File: src/source/rv_issue_pkg.sv
package rv_issue_pkg;

    // ****************************************
    // widths and defaults
    // ****************************************

    localparam int xlen                = 32;  // instruction and immediate word
    localparam int reg_idx_w           = 5;
    localparam int default_fpu_latency = 4;   // cycles the FPU stays busy per op

    // ****************************************
    // opcode field, instruction bits 6:2
    // ****************************************

    typedef enum logic [4:0] {
        opc_load      = 5'b00000,
        opc_fp_load   = 5'b00001,
        opc_arith_imm = 5'b00100,
        opc_auipc     = 5'b00101,
        opc_store     = 5'b01000,
        opc_fp_store  = 5'b01001,
        opc_arith_reg = 5'b01100,
        opc_lui       = 5'b01101,
        opc_fp_madd   = 5'b10000,
        opc_fp_op     = 5'b10100,
        opc_branch    = 5'b11000,
        opc_jalr      = 5'b11001,
        opc_jal       = 5'b11011
    } opcode_e;

    // upper four bits of funct7 select the single precision op
    typedef enum logic [3:0] {
        f4_add     = 4'b0000,
        f4_fsgnj_s = 4'b0010,
        f4_cvt_s_w = 4'b1101,
        f4_mv_x_w  = 4'b1110,
        f4_mv_w_x  = 4'b1111
    } fp_funct4_e;

    localparam logic [6:0] fp_mv_x_w_funct7 = 7'b1110000;  // fmv.x.w writes an integer rd

    typedef enum logic [2:0] {
        imm_none,
        imm_i,
        imm_s,
        imm_b,
        imm_j,
        imm_u
    } imm_kind_e;

endpackage

File: src/source/id_ex_if.sv
`timescale 1ns/1ns

interface id_ex_if;

    logic                          valid;  // one cycle per issued instruction
    logic [rv_issue_pkg::xlen-1:0] inst;
    logic [rv_issue_pkg::xlen-1:0] imm;
    logic                          is_fp;  // op goes to the FPU

    modport issue (
        output valid,
        output inst,
        output imm,
        output is_fp
    );

    modport capture (
        input valid,
        input inst,
        input imm,
        input is_fp
    );

endinterface

File: src/source/inst_buffer.sv
`timescale 1ns/1ns

module inst_buffer (
    input  logic                          clk,
    input  logic                          rst_n,
    input  logic                          inst_valid,
    input  logic [rv_issue_pkg::xlen-1:0] inst,
    input  logic                          stall,
    output logic                          id_valid,
    output logic [rv_issue_pkg::xlen-1:0] id_inst
);

    // ****************************************
    // decode stage register
    // ****************************************

    always_ff @(posedge clk or negedge rst_n) begin
        if (!rst_n) begin
            id_valid <= 1'b0;
        end else if (inst_valid) begin
            id_valid <= 1'b1;  // fetch only strobes when stall is low
        end else if (!stall) begin
            id_valid <= 1'b0;  // held word has issued
        end
    end

    always_ff @(posedge clk) begin
        if (inst_valid) begin
            id_inst <= inst;
        end
    end

endmodule

File: src/source/id_control.sv
`timescale 1ns/1ns

module id_control (
    input  logic                          id_valid,
    input  logic [rv_issue_pkg::xlen-1:0] id_inst,
    input  logic [rv_issue_pkg::xlen-1:0] ex_inst,
    input  logic [rv_issue_pkg::xlen-1:0] ex_fp_inst,
    input  logic                          fpu_busy,
    output rv_issue_pkg::imm_kind_e       imm_kind,
    output logic                          stall,
    input  logic [rv_issue_pkg::xlen-1:0] imm,
    id_ex_if.issue                        ex
);

    rv_issue_pkg::opcode_e              opcode;
    rv_issue_pkg::opcode_e              ex_opcode;
    rv_issue_pkg::opcode_e              ex_fp_opcode;
    rv_issue_pkg::fp_funct4_e           funct4;
    logic                               legal;
    logic                               ex_legal;
    logic                               ex_fp_legal;
    logic [rv_issue_pkg::reg_idx_w-1:0] rs1;
    logic [rv_issue_pkg::reg_idx_w-1:0] rs2;
    logic [rv_issue_pkg::reg_idx_w-1:0] rs3;
    logic [rv_issue_pkg::reg_idx_w-1:0] ex_rd;
    logic [rv_issue_pkg::reg_idx_w-1:0] ex_fp_fd;
    logic                               op_fp_store;
    logic                               op_fp;
    logic                               op_fp_madd;
    logic                               has_rs1;
    logic                               has_rs2;
    logic                               has_fs1;
    logic                               has_fs2;
    logic                               has_fs3;
    logic                               ex_has_rd;
    logic                               ex_has_load_fd;
    logic                               ex_fp_has_fd;
    logic                               rs_hazard;
    logic                               fs_load_hazard;
    logic                               fs_fpu_hazard;
    logic                               fpu_inst;

    assign legal       = (id_inst[1:0] == 2'b11);  // zero word decodes as no opcode
    assign ex_legal    = (ex_inst[1:0] == 2'b11);
    assign ex_fp_legal = (ex_fp_inst[1:0] == 2'b11);

    assign opcode       = rv_issue_pkg::opcode_e'(id_inst[6:2]);
    assign ex_opcode    = rv_issue_pkg::opcode_e'(ex_inst[6:2]);
    assign ex_fp_opcode = rv_issue_pkg::opcode_e'(ex_fp_inst[6:2]);
    assign funct4       = rv_issue_pkg::fp_funct4_e'(id_inst[31:28]);

    assign rs1      = id_inst[19:15];  // integer and FP sources share the fields
    assign rs2      = id_inst[24:20];
    assign rs3      = id_inst[31:27];
    assign ex_rd    = ex_inst[11:7];
    assign ex_fp_fd = ex_fp_inst[11:7];

    assign op_fp_store = legal && (opcode == rv_issue_pkg::opc_fp_store);
    assign op_fp       = legal && (opcode == rv_issue_pkg::opc_fp_op);
    assign op_fp_madd  = legal && (opcode == rv_issue_pkg::opc_fp_madd);

    // ****************************************
    // sources read by the decode instruction
    // ****************************************

    assign has_rs1 = legal && (rs1 != '0) && ((opcode inside {rv_issue_pkg::opc_arith_imm,
        rv_issue_pkg::opc_arith_reg, rv_issue_pkg::opc_load, rv_issue_pkg::opc_store,
        rv_issue_pkg::opc_branch, rv_issue_pkg::opc_jalr, rv_issue_pkg::opc_fp_load,
        rv_issue_pkg::opc_fp_store}) || (op_fp && (funct4 inside {rv_issue_pkg::f4_mv_w_x,
        rv_issue_pkg::f4_cvt_s_w})));
    assign has_rs2 = legal && (rs2 != '0) && (opcode inside {rv_issue_pkg::opc_arith_reg,
        rv_issue_pkg::opc_store, rv_issue_pkg::opc_branch});

    assign has_fs1 = op_fp_madd || (op_fp && (funct4 inside {rv_issue_pkg::f4_mv_x_w,
        rv_issue_pkg::f4_fsgnj_s, rv_issue_pkg::f4_add}));
    assign has_fs2 = op_fp_store || op_fp_madd
        || (op_fp && (funct4 inside {rv_issue_pkg::f4_fsgnj_s, rv_issue_pkg::f4_add}));
    assign has_fs3 = op_fp_madd;  // fused ops read a third FP source

    // ****************************************
    // destinations ahead of decode
    // ****************************************

    assign ex_has_rd = ex_legal && ((ex_opcode inside {rv_issue_pkg::opc_arith_imm,
        rv_issue_pkg::opc_arith_reg, rv_issue_pkg::opc_load, rv_issue_pkg::opc_jal,
        rv_issue_pkg::opc_jalr, rv_issue_pkg::opc_lui, rv_issue_pkg::opc_auipc})
        || ((ex_opcode == rv_issue_pkg::opc_fp_op)
        && (ex_inst[31:25] == rv_issue_pkg::fp_mv_x_w_funct7)));
    assign ex_has_load_fd = ex_legal && (ex_opcode == rv_issue_pkg::opc_fp_load);
    assign ex_fp_has_fd = ex_fp_legal && ((ex_fp_opcode == rv_issue_pkg::opc_fp_madd)
        || ((ex_fp_opcode == rv_issue_pkg::opc_fp_op)
        && (ex_fp_inst[31:25] != rv_issue_pkg::fp_mv_x_w_funct7)));

    assign rs_hazard = ex_has_rd && ((has_rs1 && (rs1 == ex_rd)) || (has_rs2 && (rs2 == ex_rd)));
    assign fs_load_hazard = ex_has_load_fd && ((has_fs1 && (rs1 == ex_rd))
        || (has_fs2 && (rs2 == ex_rd)) || (has_fs3 && (rs3 == ex_rd)));
    assign fs_fpu_hazard = ex_fp_has_fd && ((has_fs1 && (rs1 == ex_fp_fd))
        || (has_fs2 && (rs2 == ex_fp_fd)) || (has_fs3 && (rs3 == ex_fp_fd)));

    assign fpu_inst = op_fp || op_fp_madd;
    assign stall = id_valid
        && (rs_hazard || fs_load_hazard || fs_fpu_hazard || (fpu_inst && fpu_busy));

    assign ex.valid = id_valid && !stall;
    assign ex.inst  = id_inst;
    assign ex.imm   = imm;
    assign ex.is_fp = fpu_inst;

    always_comb begin
        imm_kind = rv_issue_pkg::imm_none;
        if (legal) begin
            case (opcode)
                rv_issue_pkg::opc_arith_imm, rv_issue_pkg::opc_load,
                rv_issue_pkg::opc_jalr, rv_issue_pkg::opc_fp_load: imm_kind = rv_issue_pkg::imm_i;
                rv_issue_pkg::opc_store, rv_issue_pkg::opc_fp_store: imm_kind = rv_issue_pkg::imm_s;
                rv_issue_pkg::opc_branch: imm_kind = rv_issue_pkg::imm_b;
                rv_issue_pkg::opc_jal: imm_kind = rv_issue_pkg::imm_j;
                rv_issue_pkg::opc_lui, rv_issue_pkg::opc_auipc: imm_kind = rv_issue_pkg::imm_u;
                default: imm_kind = rv_issue_pkg::imm_none;
            endcase
        end
    end

endmodule

File: src/source/imm_gen.sv
`timescale 1ns/1ns

module imm_gen (
    input  logic [rv_issue_pkg::xlen-1:0] inst,
    input  rv_issue_pkg::imm_kind_e       imm_kind,
    output logic [rv_issue_pkg::xlen-1:0] imm
);

    localparam int xlen = rv_issue_pkg::xlen;

    logic sign;

    assign sign = inst[31];  // every signed format keeps its sign in bit 31

    // ****************************************
    // immediate assembly
    // ****************************************

    always_comb begin
        case (imm_kind)
            rv_issue_pkg::imm_i: begin
                imm = {{(xlen-12){sign}}, inst[31:20]};
            end
            rv_issue_pkg::imm_s: begin
                imm = {{(xlen-12){sign}}, inst[31:25], inst[11:7]};
            end
            rv_issue_pkg::imm_b: begin
                imm = {{(xlen-13){sign}}, sign, inst[7], inst[30:25], inst[11:8], 1'b0};
            end
            rv_issue_pkg::imm_j: begin
                imm = {{(xlen-21){sign}}, sign, inst[19:12], inst[20], inst[30:21], 1'b0};
            end
            rv_issue_pkg::imm_u: begin
                imm = {inst[31:12], 12'b0};  // upper immediate is never extended
            end
            default: begin
                imm = '0;
            end
        endcase
    end

endmodule

File: src/source/ex_tracker.sv
`timescale 1ns/1ns

module ex_tracker #(
    parameter int FPU_LATENCY = rv_issue_pkg::default_fpu_latency
) (
    input  logic                          clk,
    input  logic                          rst_n,
    id_ex_if.capture                      ex,
    output logic [rv_issue_pkg::xlen-1:0] ex_inst,
    output logic [rv_issue_pkg::xlen-1:0] ex_fp_inst,
    output logic                          fpu_busy,
    output logic                          issue_valid,
    output logic [rv_issue_pkg::xlen-1:0] issue_inst,
    output logic [rv_issue_pkg::xlen-1:0] issue_imm,
    output logic                          fpu_start,
    output logic [rv_issue_pkg::xlen-1:0] fpu_inst
);

    localparam int CNT_W = $clog2(FPU_LATENCY + 1);

    logic [CNT_W-1:0] busy_cnt;
    logic             fpu_issue;

    assign fpu_issue = ex.valid && ex.is_fp;

    // ****************************************
    // execute stage register
    // ****************************************

    always_ff @(posedge clk or negedge rst_n) begin
        if (!rst_n) begin
            issue_valid <= 1'b0;
            ex_inst     <= '0;
        end else begin
            issue_valid <= ex.valid;
            ex_inst     <= ex.valid ? ex.inst : '0;  // zero word is the bubble
        end
    end

    always_ff @(posedge clk) begin
        if (ex.valid) begin
            issue_imm <= ex.imm;
        end
    end

    assign issue_inst = ex_inst;

    // ****************************************
    // in-flight FP op and busy count
    // ****************************************

    always_ff @(posedge clk or negedge rst_n) begin
        if (!rst_n) begin
            fpu_start  <= 1'b0;
            busy_cnt   <= '0;
            ex_fp_inst <= '0;
        end else begin
            fpu_start <= fpu_issue;
            if (fpu_issue) begin
                busy_cnt   <= CNT_W'(FPU_LATENCY);
                ex_fp_inst <= ex.inst;
            end else if (busy_cnt != '0) begin
                busy_cnt <= busy_cnt - 1'b1;
                if (busy_cnt == CNT_W'(1)) begin
                    ex_fp_inst <= '0;  // leaves together with fpu_busy
                end
            end
        end
    end

    assign fpu_busy = (busy_cnt != '0);
    assign fpu_inst = ex_fp_inst;

endmodule

File: src/source/issue_stage.sv
`timescale 1ns/1ns

module issue_stage #(
    parameter int FPU_LATENCY = rv_issue_pkg::default_fpu_latency
) (
    input  logic                          clk,
    input  logic                          rst_n,
    input  logic                          inst_valid,
    input  logic [rv_issue_pkg::xlen-1:0] inst,
    output logic                          stall,
    output logic                          issue_valid,
    output logic [rv_issue_pkg::xlen-1:0] issue_inst,
    output logic [rv_issue_pkg::xlen-1:0] issue_imm,
    output logic                          fpu_start,
    output logic [rv_issue_pkg::xlen-1:0] fpu_inst
);

    logic                          id_valid;
    logic [rv_issue_pkg::xlen-1:0] id_inst;
    rv_issue_pkg::imm_kind_e       imm_kind;
    logic [rv_issue_pkg::xlen-1:0] imm;
    logic [rv_issue_pkg::xlen-1:0] ex_inst;
    logic [rv_issue_pkg::xlen-1:0] ex_fp_inst;
    logic                          fpu_busy;

    id_ex_if ex_bus ();  // decode to execute

    inst_buffer inst_buffer_inst (
        .clk       (clk),
        .rst_n     (rst_n),
        .inst_valid(inst_valid),
        .inst      (inst),
        .stall     (stall),
        .id_valid  (id_valid),
        .id_inst   (id_inst)
    );

    id_control id_control_inst (
        .id_valid  (id_valid),
        .id_inst   (id_inst),
        .ex_inst   (ex_inst),
        .ex_fp_inst(ex_fp_inst),
        .fpu_busy  (fpu_busy),
        .imm_kind  (imm_kind),
        .stall     (stall),
        .imm       (imm),
        .ex        (ex_bus.issue)
    );

    imm_gen imm_gen_inst (
        .inst    (id_inst),
        .imm_kind(imm_kind),
        .imm     (imm)
    );

    ex_tracker #(
        .FPU_LATENCY(FPU_LATENCY)
    ) ex_tracker_inst (
        .clk        (clk),
        .rst_n      (rst_n),
        .ex         (ex_bus.capture),
        .ex_inst    (ex_inst),
        .ex_fp_inst (ex_fp_inst),
        .fpu_busy   (fpu_busy),
        .issue_valid(issue_valid),
        .issue_inst (issue_inst),
        .issue_imm  (issue_imm),
        .fpu_start  (fpu_start),
        .fpu_inst   (fpu_inst)
    );

endmodule

File: config.mk
export PLATFORM = sky130hd
export DESIGN_NAME = issue_stage
export DESIGN_NICKNAME = d
export VERILOG_FILES = /design/src/source/rv_issue_pkg.sv /design/src/source/id_ex_if.sv /design/src/source/inst_buffer.sv /design/src/source/id_control.sv /design/src/source/imm_gen.sv /design/src/source/ex_tracker.sv /design/src/source/issue_stage.sv
export SDC_FILE = /design/constraint.sdc
export NUM_CORES = 1
export LEC_CHECK = 0
export BUFFER_PORTS_ARGS = -buffer_cell sky130_fd_sc_hd__buf_2
export CAP_MARGIN = 20
export CORE_ASPECT_RATIO = 0.9
export CORE_MARGIN = 4
export CORE_UTILIZATION = 35
export DETAILED_ROUTE_END_ITERATION = 7
export PLACE_DENSITY = 0.55
export SYNTH_ARGS = -nofsm -noshare
export SYNTH_HDL_FRONTEND = slang
export SYNTH_HIERARCHICAL = 1
export SYNTH_SLANG_ARGS = --single-unit
File: constraint.sdc
create_clock -name clk -period 7.3 [get_ports clk]
set_input_delay 0.73 -clock clk [delete_from_list [all_inputs] [get_ports clk]]
set_output_delay 0.73 -clock clk [all_outputs]
set_load 0.03 [all_outputs]
# After elaboration in Yosys (flattened, before gate mapping)
# Memory sizes are Yosys's and may differ from the RTL's. A register that Yosys moved wholly into a read port is not among the register bits.
# Index checks and enable logic that the tools add are counted.
# totals
latch_bits	0
mem_bits_rw	0
reg_bits	134
out_inout_bits	99
wordCells	123
mem_count	1
inputBits	35
mem_bits_ro	96
# op_classes
div_mod_pow	0
addsub	1
n_mul	0
reduce_logical	61
eq_ne	41
bitwise_logic	0
magnitude_cmp	0
muxes	11
n_shift	0
# mem_list
memory	words	word_bits	rd	rd_clocked_by_memory_dff	wr	line_no	source
(no name shown)	32	3	1	1	0	id_control.sv:112	case (opcode)
# ops
cell	count
$pmux 32 s5	1
$mux 32	4
$eq 5x5->1 const B	9
$eq 5x5->1	6
$logic_and 1x1->1	30
$eq 5x4->1 const B	5
$eq 5x3->1 const B	3
$logic_or 1x1->1	15
$eq 4x4->1 const B	3
$eq 5x1->1 const B	2
$logic_not 5->1	2
$reduce_bool 5->1	2
$mux 3	3
$reduce_bool 3->1	3
$reduce_bool 2->1	4
$reduce_bool 8->1	1
$eq 7x7->1 const B	1
$ne 7x7->1 const B	1
$reduce_bool 7->1	1
$eq 2x2->1 const B	3
$eq 3x1->1 const B	2
$eq 3x2->1 const B	2
$eq 3x3->1 const B	2
$mux 5	1
7 further kinds	8

# Depth between registers and ports, before layout
# Gate-level depths: netlist of the first run.
# depth
depth_word	17
ltp_mapped	12
depth_no_buf	9

# Hierarchy
# The synthesis of the first run kept the hierarchy.
# modules_own_cells
module	area_per_inst_um2	cells_per_inst	n_inst	seq_area_each_um2
ex_tracker	3834.9	254	1	2687.6
id_control	1229.9	172	1	0.0
inst_buffer	993.5	34	1	985.9
imm_gen	442.9	64	1	0.0

# Worst setup path before layout of the first run
# Ideal clock, no wire load.
# synth_timing
kind	register to register
start	reg inst_buffer_inst/id_inst[21] in the netlist's numbering
end	reg ex_tracker_inst/ex_fp_inst[10] in the netlist's numbering
setup_slack_ns	2.318
path_stages_with_launch	12
path_buffers	2
period_less_slack_ns	4.982
setup_time_ns	0.121
required_ns	7.179
arrival_time_ns	4.861
path_cell_list	edfxtp_1 > or4_1 > o211ai_1 > nor3_1 > o2111ai_2 > o22ai_1 > nor3_1 > and2_4 > buf_6 > a21oi_4 > buf_6 > a22o_1
# synth_via
elab_chain_len	15
elab_cells_between_ends	27
cone_classes	eq/ne (2); mux (1); reduce/logical (24)
# synth_lines
item	line_no	source
start: declaration	inst_buffer.sv:10	output logic [rv_issue_pkg::xlen-1:0] id_inst
start signal: assignment	inst_buffer.sv:29	id_inst <= inst;
$reduce_bool 5->1	id_control.sv:71	assign has_rs2 = legal && (rs2 != '0) && (opcode inside {rv_issue_pkg::opc_arith_reg,
$logic_and 1x1->1 (2 in series)	id_control.sv:71	
$logic_and 1x1->1	id_control.sv:94	assign rs_hazard = ex_has_rd && ((has_rs1 && (rs1 == ex_rd)) || (has_rs2 && (rs2 == ex_rd)));
$logic_or 1x1->1	id_control.sv:94	
$logic_and 1x1->1	id_control.sv:94	
$logic_or 1x1->1	id_control.sv:102	&& (rs_hazard || fs_load_hazard || fs_fpu_hazard || (fpu_inst && fpu_busy));
$logic_or 1x1->1 (*) (2 in series)	id_control.sv:102	
$logic_and 1x1->1 (*)	id_control.sv:102	
$logic_not 1->1 (*)	id_control.sv:104	assign ex.valid = id_valid && !stall;
$logic_and 1x1->1 (*)	id_control.sv:104	
net ex_bus.valid	id_ex_if.sv:5	logic valid;
$logic_and 1x1->1 (*)	ex_tracker.sv:24	assign fpu_issue = ex.valid && ex.is_fp;
net ex_tracker_inst.fpu_issue	ex_tracker.sv:22	logic fpu_issue;
$reduce_bool 2->1 (no line)	-	
$reduce_and 2->1 (no line)	-	
end signal: assignment	ex_tracker.sv:61	ex_fp_inst <= ex.inst;
end: declaration	ex_tracker.sv:10	output logic [rv_issue_pkg::xlen-1:0] ex_fp_inst,
# Mark *: on every way through the listed nets, which the timed path passes. The rest lies on a longest branch.
# A chain may end at the register's enable or synchronous reset.

# Final worst setup path of the first run
# layout_timing
start	reg inst_buffer_inst/id_inst[4] in the netlist's numbering
end	reg ex_tracker_inst/ex_fp_inst[14] in the netlist's numbering
# layout_via
elab_chain_len	17
elab_cells_between_ends	53
cone_classes	eq/ne (9); mux (1); reduce/logical (43)
# layout_lines
item	line_no
branches (longest 10 deep; another with $reduce_bool 8->1)	-
$logic_or 1x1->1 (*)	id_control.sv:102
$logic_and 1x1->1 (*)	id_control.sv:102
$logic_not 1->1 (*)	id_control.sv:104
$logic_and 1x1->1 (*)	id_control.sv:104
net ex_bus.valid	id_ex_if.sv:5
$logic_and 1x1->1 (*)	ex_tracker.sv:24
$reduce_bool 2->1 (no line)	-
$reduce_and 2->1 (no line)	-
# Mark *: on every way through the listed nets, which the timed path passes.

==> results of run 1 <==
logic make-up after synthesis:
kind of cell / share of synthesized area
multiplexers: 0.00327
buffers and inverters: 0.170
AND/OR/NAND/NOR: 0.100
XOR/XNOR: 0.0445
flip-flops: 0.565
adder cells (fa/ha/maj): 0.00577
AO/OA/AOI/OAI: 0.111
worst paths after layout:
path / slack, ns / cells after the start / start / endpoint
worst max-delay path: 3.67 / 10 / inst_buffer_inst/id_inst[4] / ex_tracker_inst/ex_fp_inst[14]
worst min-delay path: 0.49 / 1 / inst[2] / inst_buffer_inst/id_inst[2]
worst max register to register: 3.67 / 10 / inst_buffer_inst/id_inst[4] / ex_tracker_inst/ex_fp_inst[14]
worst min register to register: 0.52 / 1 / ex_tracker_inst/ex_fp_inst[6] / ex_tracker_inst/ex_fp_inst[6]
max in group asynchronous: 6.21 / 2 / rst_n / inst_buffer_inst/id_valid
min in group asynchronous: 0.53 / 2 / rst_n / ex_tracker_inst/ex_fp_inst[24]
power by group:
| part | internal [W] | switching, W | leakage [nW] |
|---|---|---|---|
| Sequential | 0.000869 | 0.0000728 | 1.57 |
| Combinational | 0.000117 | 0.000229 | 1.31 |
| Clock | 0.000488 | 0.000297 | 0.268 |
| Total | 0.00147 | 0.000599 | 3.15 |
per-stage QoR:
| stage | setup WS (ns) | power (W) | util |
|---|---|---|---|
| after floorplan | 2.32 | 0.00126 | - |
| after global placement | 3.71 | 0.00129 | 0.350 |
| after detailed placement | 3.50 | 0.00131 | 0.350 |
| after CTS | 3.49 | 0.00210 | 0.380 |
| after global routing | 3.44 | 0.00216 | 0.381 |
| final | 3.67 | 0.00207 | 0.381 |
layout make-up:
| cell class | instances | area, um^2 | area share |
|---|---|---|---|
| multi-input cells | 237 | 1730 | 0.247 |
| well taps | 245 | 307 | 0.0438 |
| repair buffers | 138 | 723 | 0.103 |
| inverters | 5 | 18.8 | 0.00268 |
| clock buffers | 29 | 531 | 0.0758 |
| clock inverters | 3 | 17.5 | 0.00250 |
| flip-flops and latches | 134 | 3670 | 0.525 |
state kept, by name, summed over array words and instances, names as in the netlist:
| signal | count |
|---|---|
| ex_tracker_inst/ex_inst | 32 |
| inst_buffer_inst/id_inst | 32 |
| ex_tracker_inst/busy_cnt | 3 |
| inst_buffer_inst/id_valid | 1 |
| ex_tracker_inst/issue_valid | 1 |
| ex_tracker_inst/issue_imm | 32 |
| ex_tracker_inst/fpu_start | 1 |
| ex_tracker_inst/ex_fp_inst | 32 |
cell usage after synthesis (all sizes together) (2+ instances only):
library cell,number,area [um^2]
nand2,18,67.6
or4,2,15.0
nor3,4,20.0
and2,39,246
inv,5,18.8
nand3b,2,15.0
o32ai,2,25.0
and3b,2,18.8
nor4b,3,26.3
a311o,11,110
nor2,10,37.5
nor3b,2,20.0
nand4,4,25.0
edfxtp,64,1920
xnor2,26,228
ha,3,37.5
buf,138,1050
o21ai,7,35.0
o21a,2,15.0
a21oi,9,56.3
xor2,7,61.3
a22o,32,280
nor4,3,25.0
a21o,10,75.1
dfrtp,70,1750
nor2b,5,31.3
nand2b,2,12.5
nand3,11,55.1
clkbuf,10,37.5
a211oi,6,45.0
layout by cell type, fill, tap and decap left out, types with 2 or more instances in the layout:
cell type	instances
nor3_1	3
a21oi_1	8
clkinv_2	2
nand2b_1	2
ha_1	3
o21ai_0	6
nand3_1	11
clkbuf_8	6
buf_2	133
inv_1	4
nor4b_1	3
xnor2_1	26
nand3b_1	2
o21a_1	2
nand2_1	18
edfxtp_1	64
nor2b_1	5
nor4_1	2
xor2_1	7
clkbuf_16	17
nand4_1	4
dfrtp_1	70
nor2_1	10
clkbuf_1	6
and2_1	38
a22o_1	32
or4_1	2
buf_4	4
a21o_1	10
a211oi_1	6
a311o_1	11
per-layer routing:
layer  share of wire  vias up  track usage
met2            0.44      174        0.215
met5               0        -            0
met3           0.087       18       0.0566
li1                -     1748            -
met4           0.019        0       0.0594
met1            0.46     1931        0.202
==> impl_metrics.ini, run 1 <==
[worst_setup_path]
critical_path.max_stage_delay_ns = 0.69
crit_type = register to register
cp_cell_sequence = and2b_1 > nand4b_1 > a2111oi_0 > a211oi_1 > o21ai_1 > nor3_2 > buf_4 > and2_4 > a21oi_4 > a22o_1
critPathTopFamily = compound AO/OA/AOI/OAI gates
endpoint_kind = register
crit_arrival_ns = 3.98
path_max_fanout = 66
start_kind = register
cp.buffers_inverters = 1
crit_required_ns = 7.64
cp_slowest_cell = a21oi_4

[logic_synthesis]
ys_seq_elements = 134
netlist-cell-type-count = 55
syn-instance-count = 524
yosysSeqAreaShare = 0.565
syn_area_per_cell_um2 = 12.4
syn_area_um2 = 6500
ys.flop_type = dfrtp_1
async_flop_share = 0.522
synth_fp_nets = 562
synth-edff-count = 64
ys_warn_count = 6

[sta]
setup_viol = 0
skew_ns = 0.00948
finalCritPeriodShare = 0.498
rsz0062_at_grt = false
clock.fmax_mhz = 275
period_minus_slack_ns = 3.63
worst_pin_slew_ns = 0.909
slew_viol_final = 0
setup_tns_ns = 0
finalHoldViolations = 0
relSlewSlack = 0.393
whs_ns = 0.488

[routing]
vias = 3871
ant_nets = 0
drc_errors = 0
wirelength_mm = 15.5
first_pass_iters = 5
post_drt_wl_per_cell_um = 19.6
via_per_inst = 4.89
drt-initial-drc-count = 297

[global_route]
antenna_found_initial = 0
grt_pass1_wl_mm = 22.5
grt_use_total = 0.149
grt-ovfl-total = 0
grt_max_degree = 71
grt_pass1_vias = 3825

[cells_and_area]
postLayoutCellArea_um2 = 7000
antenna_cells = 0
drive_above_1_share = 0.321
n_fill_cell = 1793
nets = 571
area_growth_pct = 7.60
final_cells = 791

[cts]
numCtsBuffers = 17
cts_resized = 0
cts_root_buffer = clkbuf_16
cts_tree = yes
post-cts-setup-buffers = 0
cts_sinks = 134
holdBufCountCts = 0
cts.clk_slew.worst_paths_ns = 0.06
clkLatencyLatePin_ns = 0.41
clockBufferDepth = 2
h-tree-depth = 4

[floorplan]
core_um2 = 18300
dieArea_um2 = 20800
pin_count = 134
rows = 47
fp.dieH_um = 137
fp.dieW_um = 152
initial_core_util = 0.354

[place]
dp_hpwl_mm = 10.9
place.gp.congestion = 0.867
place_inst = 758
post_dp_cell_area_um2 = 6420
port_buffers = 133

[run]
max_cap_violations = 0

[power_and_ir_drop]
powerDensity_nw_per_um2 = 296
vdd.ir_drop.worst_uv = 103
power_leakage_nw = 3.15

[hold_path]
hp-class = input port to register

[run_status]
status = finished, final reports clean
(Power assumes the default switching activity.)
==> inputs of run 2 (changes only) <==
--- a/config.mk
+++ b/config.mk
@@ -11,7 +11,7 @@
 export CORE_MARGIN = 4
 export CORE_UTILIZATION = 35
 export DETAILED_ROUTE_END_ITERATION = 7
-export PLACE_DENSITY = 0.55
+export PLACE_DENSITY = 0.57
 export SYNTH_ARGS = -nofsm -noshare
 export SYNTH_HDL_FRONTEND = slang
 export SYNTH_HIERARCHICAL = 1
==> constraint.sdc (replaced) <==
create_clock -name clk -period 3.05 [get_ports clk]
set_input_delay 0.305 -clock clk [delete_from_list [all_inputs] [get_ports clk]]
set_output_delay 0.305 -clock clk [all_outputs]
set_load 0.03 [all_outputs]
==> run 2 against run 1 <==
Wire length rose by 0.54%. Via count rose by 0.98%. Critical path depth fell by 3. Critical endpoint is now stall. Largest cell class unchanged. Largest power group unchanged.
==> impl_metrics.ini, run 2 (same netlist as run 1, synthesis figures left out) <==
[cells_and_area]
multiInputGateArea_um2 = 1750
final_cells = 807
regArea_um2 = 3670
layout_commonest_cell = buf_2
n_fill_cell = 1797
area_growth_pct = 10.6
antenna_cells = 0
layout_common_cells = buf_2, dfrtp_1, edfxtp_1
nets = 587
drive_above_1_share = 0.351

[floorplan]
core_um2 = 18300
pin_count = 134
rows = 47
initial_core_util = 0.354
dieArea_um2 = 20800
fp.dieW_um = 152
fp.dieH_um = 137

[power_and_ir_drop]
comb_power_share = 0.176
seqPwrFrac = 0.431
vdd.ir_drop.worst_uv = 305
power_leakage_nw = 3.26
clock_power_share = 0.393
netSwitchingPower_w = 0.00150
powerDensity_nw_per_um2 = 719
p_int_w = 0.00366
switching_share = 0.291

[sta]
worst_pin_slew_ns = 0.820
finalCritPeriodShare = 0.925
slew_viol_final = 0
clock.fmax_mhz = 355
whs_ns = 0.0627
setup_viol = 0
finalHoldViolations = 0
skew_ns = 0.00790
period_minus_slack_ns = 2.82
relSlewSlack = 0.453
fin_ws_ns = 0.230
rsz0062_at_grt = false

[worst_setup_path]
timing.rr.start = inst_buffer_inst/id_inst[31]
start_kind = register
r2r-end = ex_tracker_inst/ex_fp_inst[8]
endpoint_kind = output pin
crit_type = register to output pin
worstRegToRegCells = 9
r2r_slack_ns = 0.25
crit_arrival_ns = 2.52
crit_required_ns = 2.74
path_max_fanout = 6

[routing]
ant_nets = 0
via_per_inst = 4.84
vias = 3909
first_pass_iters = 4
post_drt_wl_per_cell_um = 19.3
drt-initial-drc-count = 203
wirelength_mm = 15.6
drc_errors = 0

[cts]
numCtsBuffers = 17
cts_sinks = 134
cts_root_buffer = clkbuf_16
cts_tree = yes
clkLatencyLatePin_ns = 0.41
post-cts-setup-buffers = 0
cts.clk_slew.worst_paths_ns = 0.06
h-tree-depth = 4
clockBufferDepth = 2

[global_route]
grt_max_degree = 66
grt_pass1_vias = 3943
grt_pass1_wl_mm = 22.9
antenna_found_initial = 0
grt-ovfl-total = 0
grt_use_total = 0.150

[place]
port_buffers = 133
dp_slack_ns = 0.0833
place.gp.congestion = 0.853
place_inst = 773
dp_hpwl_mm = 11.3

[run_status]
status = finished, final reports clean

[hold_path]
hp-class = input port to register
hold_depth = 1
min_to = inst_buffer_inst/id_inst[10]
holdCritStartpoint = inst[10]

[run]
max_cap_violations = 0
-- run 2: metal layers --
layer	GRT usage	routed length, um	share of wire
met5	0	0	0
met2	0.223	6920	0.45
met3	0.0480	1270	0.082
met4	0.0714	474	0.030
met1	0.198	6880	0.44
-- run 2: power by group through the flow --
stage | registers, W | logic, W | clock network, W
finish | 0.00223 | 0.000908 | 0.00203
global route | 0.00225 | 0.000984 | 0.00217
detailed placement | 0.00226 | 0.000877 | 0
CTS | 0.00223 | 0.000881 | 0.00209
global placement | 0.00226 | 0.000858 | 0
floorplan | 0.00228 | 0.000743 | 0
-- run 2: how the worst max path moves through the flow --
stage,endpoint,slack (ns),startpoint,depth (start not counted)
after global placement,ex_tracker_inst/ex_fp_inst[11],0.10,inst_buffer_inst/id_inst[22],9
after global routing,ex_tracker_inst/ex_fp_inst[30],0.04,inst_buffer_inst/id_inst[2],9
after floorplan,ex_tracker_inst/ex_fp_inst[11],-0.23,inst_buffer_inst/id_inst[21],11
final,stall,0.23,inst_buffer_inst/id_inst[21],7
after CTS,ex_tracker_inst/ex_fp_inst[8],0.06,inst_buffer_inst/id_inst[31],9
after detailed placement,ex_tracker_inst/ex_fp_inst[8],0.08,inst_buffer_inst/id_inst[31],9
-- run 2: area by class of cell --
| class | instances | area share |
|---|---|---|
| repair buffers | 153 | 0.116 |
| multi-input cells | 238 | 0.244 |
| well taps | 245 | 0.0426 |
| clock inverters | 10 | 0.0122 |
| flip-flops and latches | 134 | 0.511 |
| clock buffers | 22 | 0.0719 |
| inverters | 5 | 0.00261 |
-- run 2: critical path: stages (launching register included) --
cell and delay, ns:
edfxtp_1 0.55, or4_1 0.58, o211ai_1 0.19, nor3_1 0.08, o2111ai_2 0.20, o32ai_1 0.10, a21o_1 0.20, buf_2 0.18
-- run 2: metrics by stage --
step	TNS (ns)	area, um^2	total power, W	utilization
after floorplan	-7.12	6520	0.00302	-
after global placement	0	6560	0.00311	0.357
after detailed placement	0	6560	0.00314	0.357
after CTS	0	7170	0.00520	0.391
after global routing	0	7190	0.00541	0.392
final	0	7190	0.00517	0.392
-- run 2: timing repair --
action | in CTS | in global routing
resized for setup | 0 | 1
hold endpoints to repair | 6 | 0
setup endpoints to repair | 0 | 32
hold buffers | 1 | 0
==> inputs of run 3 (changes only) <==
--- a/config.mk
+++ b/config.mk
@@ -11,7 +11,7 @@
 export CORE_MARGIN = 4
 export CORE_UTILIZATION = 35
 export DETAILED_ROUTE_END_ITERATION = 7
-export PLACE_DENSITY = 0.57
+export PLACE_DENSITY = 0.55
 export SYNTH_ARGS = -nofsm -noshare
 export SYNTH_HDL_FRONTEND = slang
 export SYNTH_HIERARCHICAL = 1
==> constraint.sdc (replaced) <==
create_clock -name clk -period 3 [get_ports clk]
set_input_delay 0.3 -clock clk [delete_from_list [all_inputs] [get_ports clk]]
set_output_delay 0.3 -clock clk [all_outputs]
set_load 0.03 [all_outputs]
==> run 3 against run 2 <==
Utilization up 0.31 points. Sequential share of layout area decreased by 0.40 points. Wire length increased by 0.75%. Die area did not move. Setup slack gained 0.016 ns. Clock power increased by 3%. Clock-buffer cell count increased by 2. Largest cell class unchanged.
==> impl_metrics.ini, run 3 (same netlist as run 1, synthesis figures left out) <==
[run_status]
status = finished, final reports clean

[global_route]
grtUsageMet2 = 0.232
grt_pass1_vias = 3915
grt_max_degree = 66
antenna_found_initial = 1
grt-ovfl-total = 0
grt_pass1_wl_mm = 23.3
grt_use_total = 0.152
grt-busiest-layer = met2
grtUsageMet3 = 0.0523
grtUsageMet1 = 0.208

[routing]
post_drt_wl_per_cell_um = 19.3
drc_errors = 0
first_pass_iters = 4
vias = 3940
via_per_inst = 4.85
drt-initial-drc-count = 246
ant_nets = 0
wirelength_mm = 15.7

[worst_setup_path]
worstRegToRegCells = 9
crit_type = register to output pin
cp_slowest_cell = edfxtp_1
critical_path.max_stage_delay_ns = 0.42
endpoint_kind = output pin
path_max_fanout = 5
path_depth = 7
cp_cell_sequence = and3b_2 > nand4b_1 > a2111oi_2 > a211oi_1 > o21ai_1 > a21o_1 > buf_2
crit_arrival_ns = 2.45
start_kind = register
critPathTopFamily = compound AO/OA/AOI/OAI gates
cp.buffers_inverters = 1
crit_required_ns = 2.70

[cts]
cts.clk_slew.worst_paths_ns = 0.06
numCtsBuffers = 17
cts_root_buffer = clkbuf_16
cts_tree = yes
clockBufferDepth = 2
h-tree-depth = 4
clkLatencyLatePin_ns = 0.42
post-cts-setup-buffers = 0
cts_sinks = 134

[place]
port_buffers = 133
post_dp_cell_area_um2 = 6590
place.gp.congestion = 0.851
dp_hpwl_mm = 11.4

[sta]
finalHoldViolations = 0
clock.fmax_mhz = 363
skew_ns = 0.0100
rsz0062_at_grt = false
period_minus_slack_ns = 2.75
relSlewSlack = 0.468
slew_viol_final = 0
setup_tns_ns = 0
setup_viol = 0
worst_pin_slew_ns = 0.797
finalCritPeriodShare = 0.918

[cells_and_area]
drive_above_1_share = 0.356
nets = 593
layout_commonest_cell = buf_2
antenna_cells = 0
area_growth_pct = 11.4
utilization = 0.395
layout_common_cells = buf_2, dfrtp_1, edfxtp_1
postLayoutCellArea_um2 = 7240
n_fill_cell = 1803

[floorplan]
dieArea_um2 = 20800
fp.dieW_um = 152
initial_core_util = 0.354
core_um2 = 18300
fp.dieH_um = 137
pin_count = 134
rows = 47

[power_and_ir_drop]
power_leakage_nw = 3.28
powerDensity_nw_per_um2 = 730
vdd.ir_drop.worst_uv = 375

[run]
max_cap_violations = 0

[hold_path]
hold_depth = 1
hp-class = input port to register
==> run 3: cell types whose count changed in the layout (fill, tap and decap cells not counted), moves of 2 or more <==
cell	before	now
inv_4	3	1
buf_4	18	24
clkinv_2	3	1
clkbuf_1	0	2
==> run 3: layout make-up <==
class                           count  area (um^2)  share of cell area
Sequential cell                   134         3670               0.507
Multi-Input combinational cell    238         1760               0.243
Timing Repair Buffer              159          867               0.120
Clock buffer                       24          536              0.0739
Tap cell                          245          307              0.0423
Clock inverter                      8         82.6              0.0114
Inverter                            5         18.8             0.00259
==> run 3: worst register-to-register path: stages, from the launching register on <==
cell,delay [ns]
edfxtp_1,0.54
or4_1,0.55
o211ai_1,0.18
nor3_1,0.08
o2111ai_2,0.20
o22ai_2,0.12
nor3_4,0.16
buf_6,0.41
and2_1,0.29
a22o_1,0.14
==> run 3: power breakdown <==
part	switching, W	internal (W)
clock	0.000763	0.00134
combinational	0.000610	0.000316
sequential	0.000150	0.00211
total	0.00152	0.00377
==> run 3: timing repair <==
action,4_1_cts,5_1_grt
pin swaps,0,0
hold endpoints to repair,23,0
gates cloned,1,0
resized for setup,0,4
setup endpoints to repair,32,33
hold buffers,1,0
==> run 3: path summary, 6_finish.rpt <==
check                                                from                        endpoint  slack [ns]
min in group asynchronous                           rst_n     ex_tracker_inst/ex_inst[30]        0.45
setup / recovery              inst_buffer_inst/id_inst[1]                           stall        0.25
max in group asynchronous                           rst_n  ex_tracker_inst/ex_fp_inst[21]        1.80
hold / removal                                   inst[25]    inst_buffer_inst/id_inst[25]        0.06
hold reg to reg            ex_tracker_inst/ex_fp_inst[18]  ex_tracker_inst/ex_fp_inst[18]        0.50
setup reg to reg             inst_buffer_inst/id_inst[22]   ex_tracker_inst/ex_fp_inst[7]        0.27
==> run 3: routing by layer <==
layer | routed length, um | vias up
met5 | 13 | -
li1 | - | 1806
met2 | 7280 | 150
met4 | 184 | 2
met1 | 7000 | 1961
met3 | 1190 | 21
==> run 3: through the flow <==
stage	power, W	setup WS [ns]	cells	hold slack, ns
global route	0.00553	0.0296	813	0.0326
global placement	0.00317	0.0986	779	0.344
floorplan	0.00307	-0.279	524	0.00441
CTS	0.00535	0.0126	813	0.0338
finish	0.00529	0.245	813	0.0589
detailed placement	0.00320	-0.0437	779	0.358
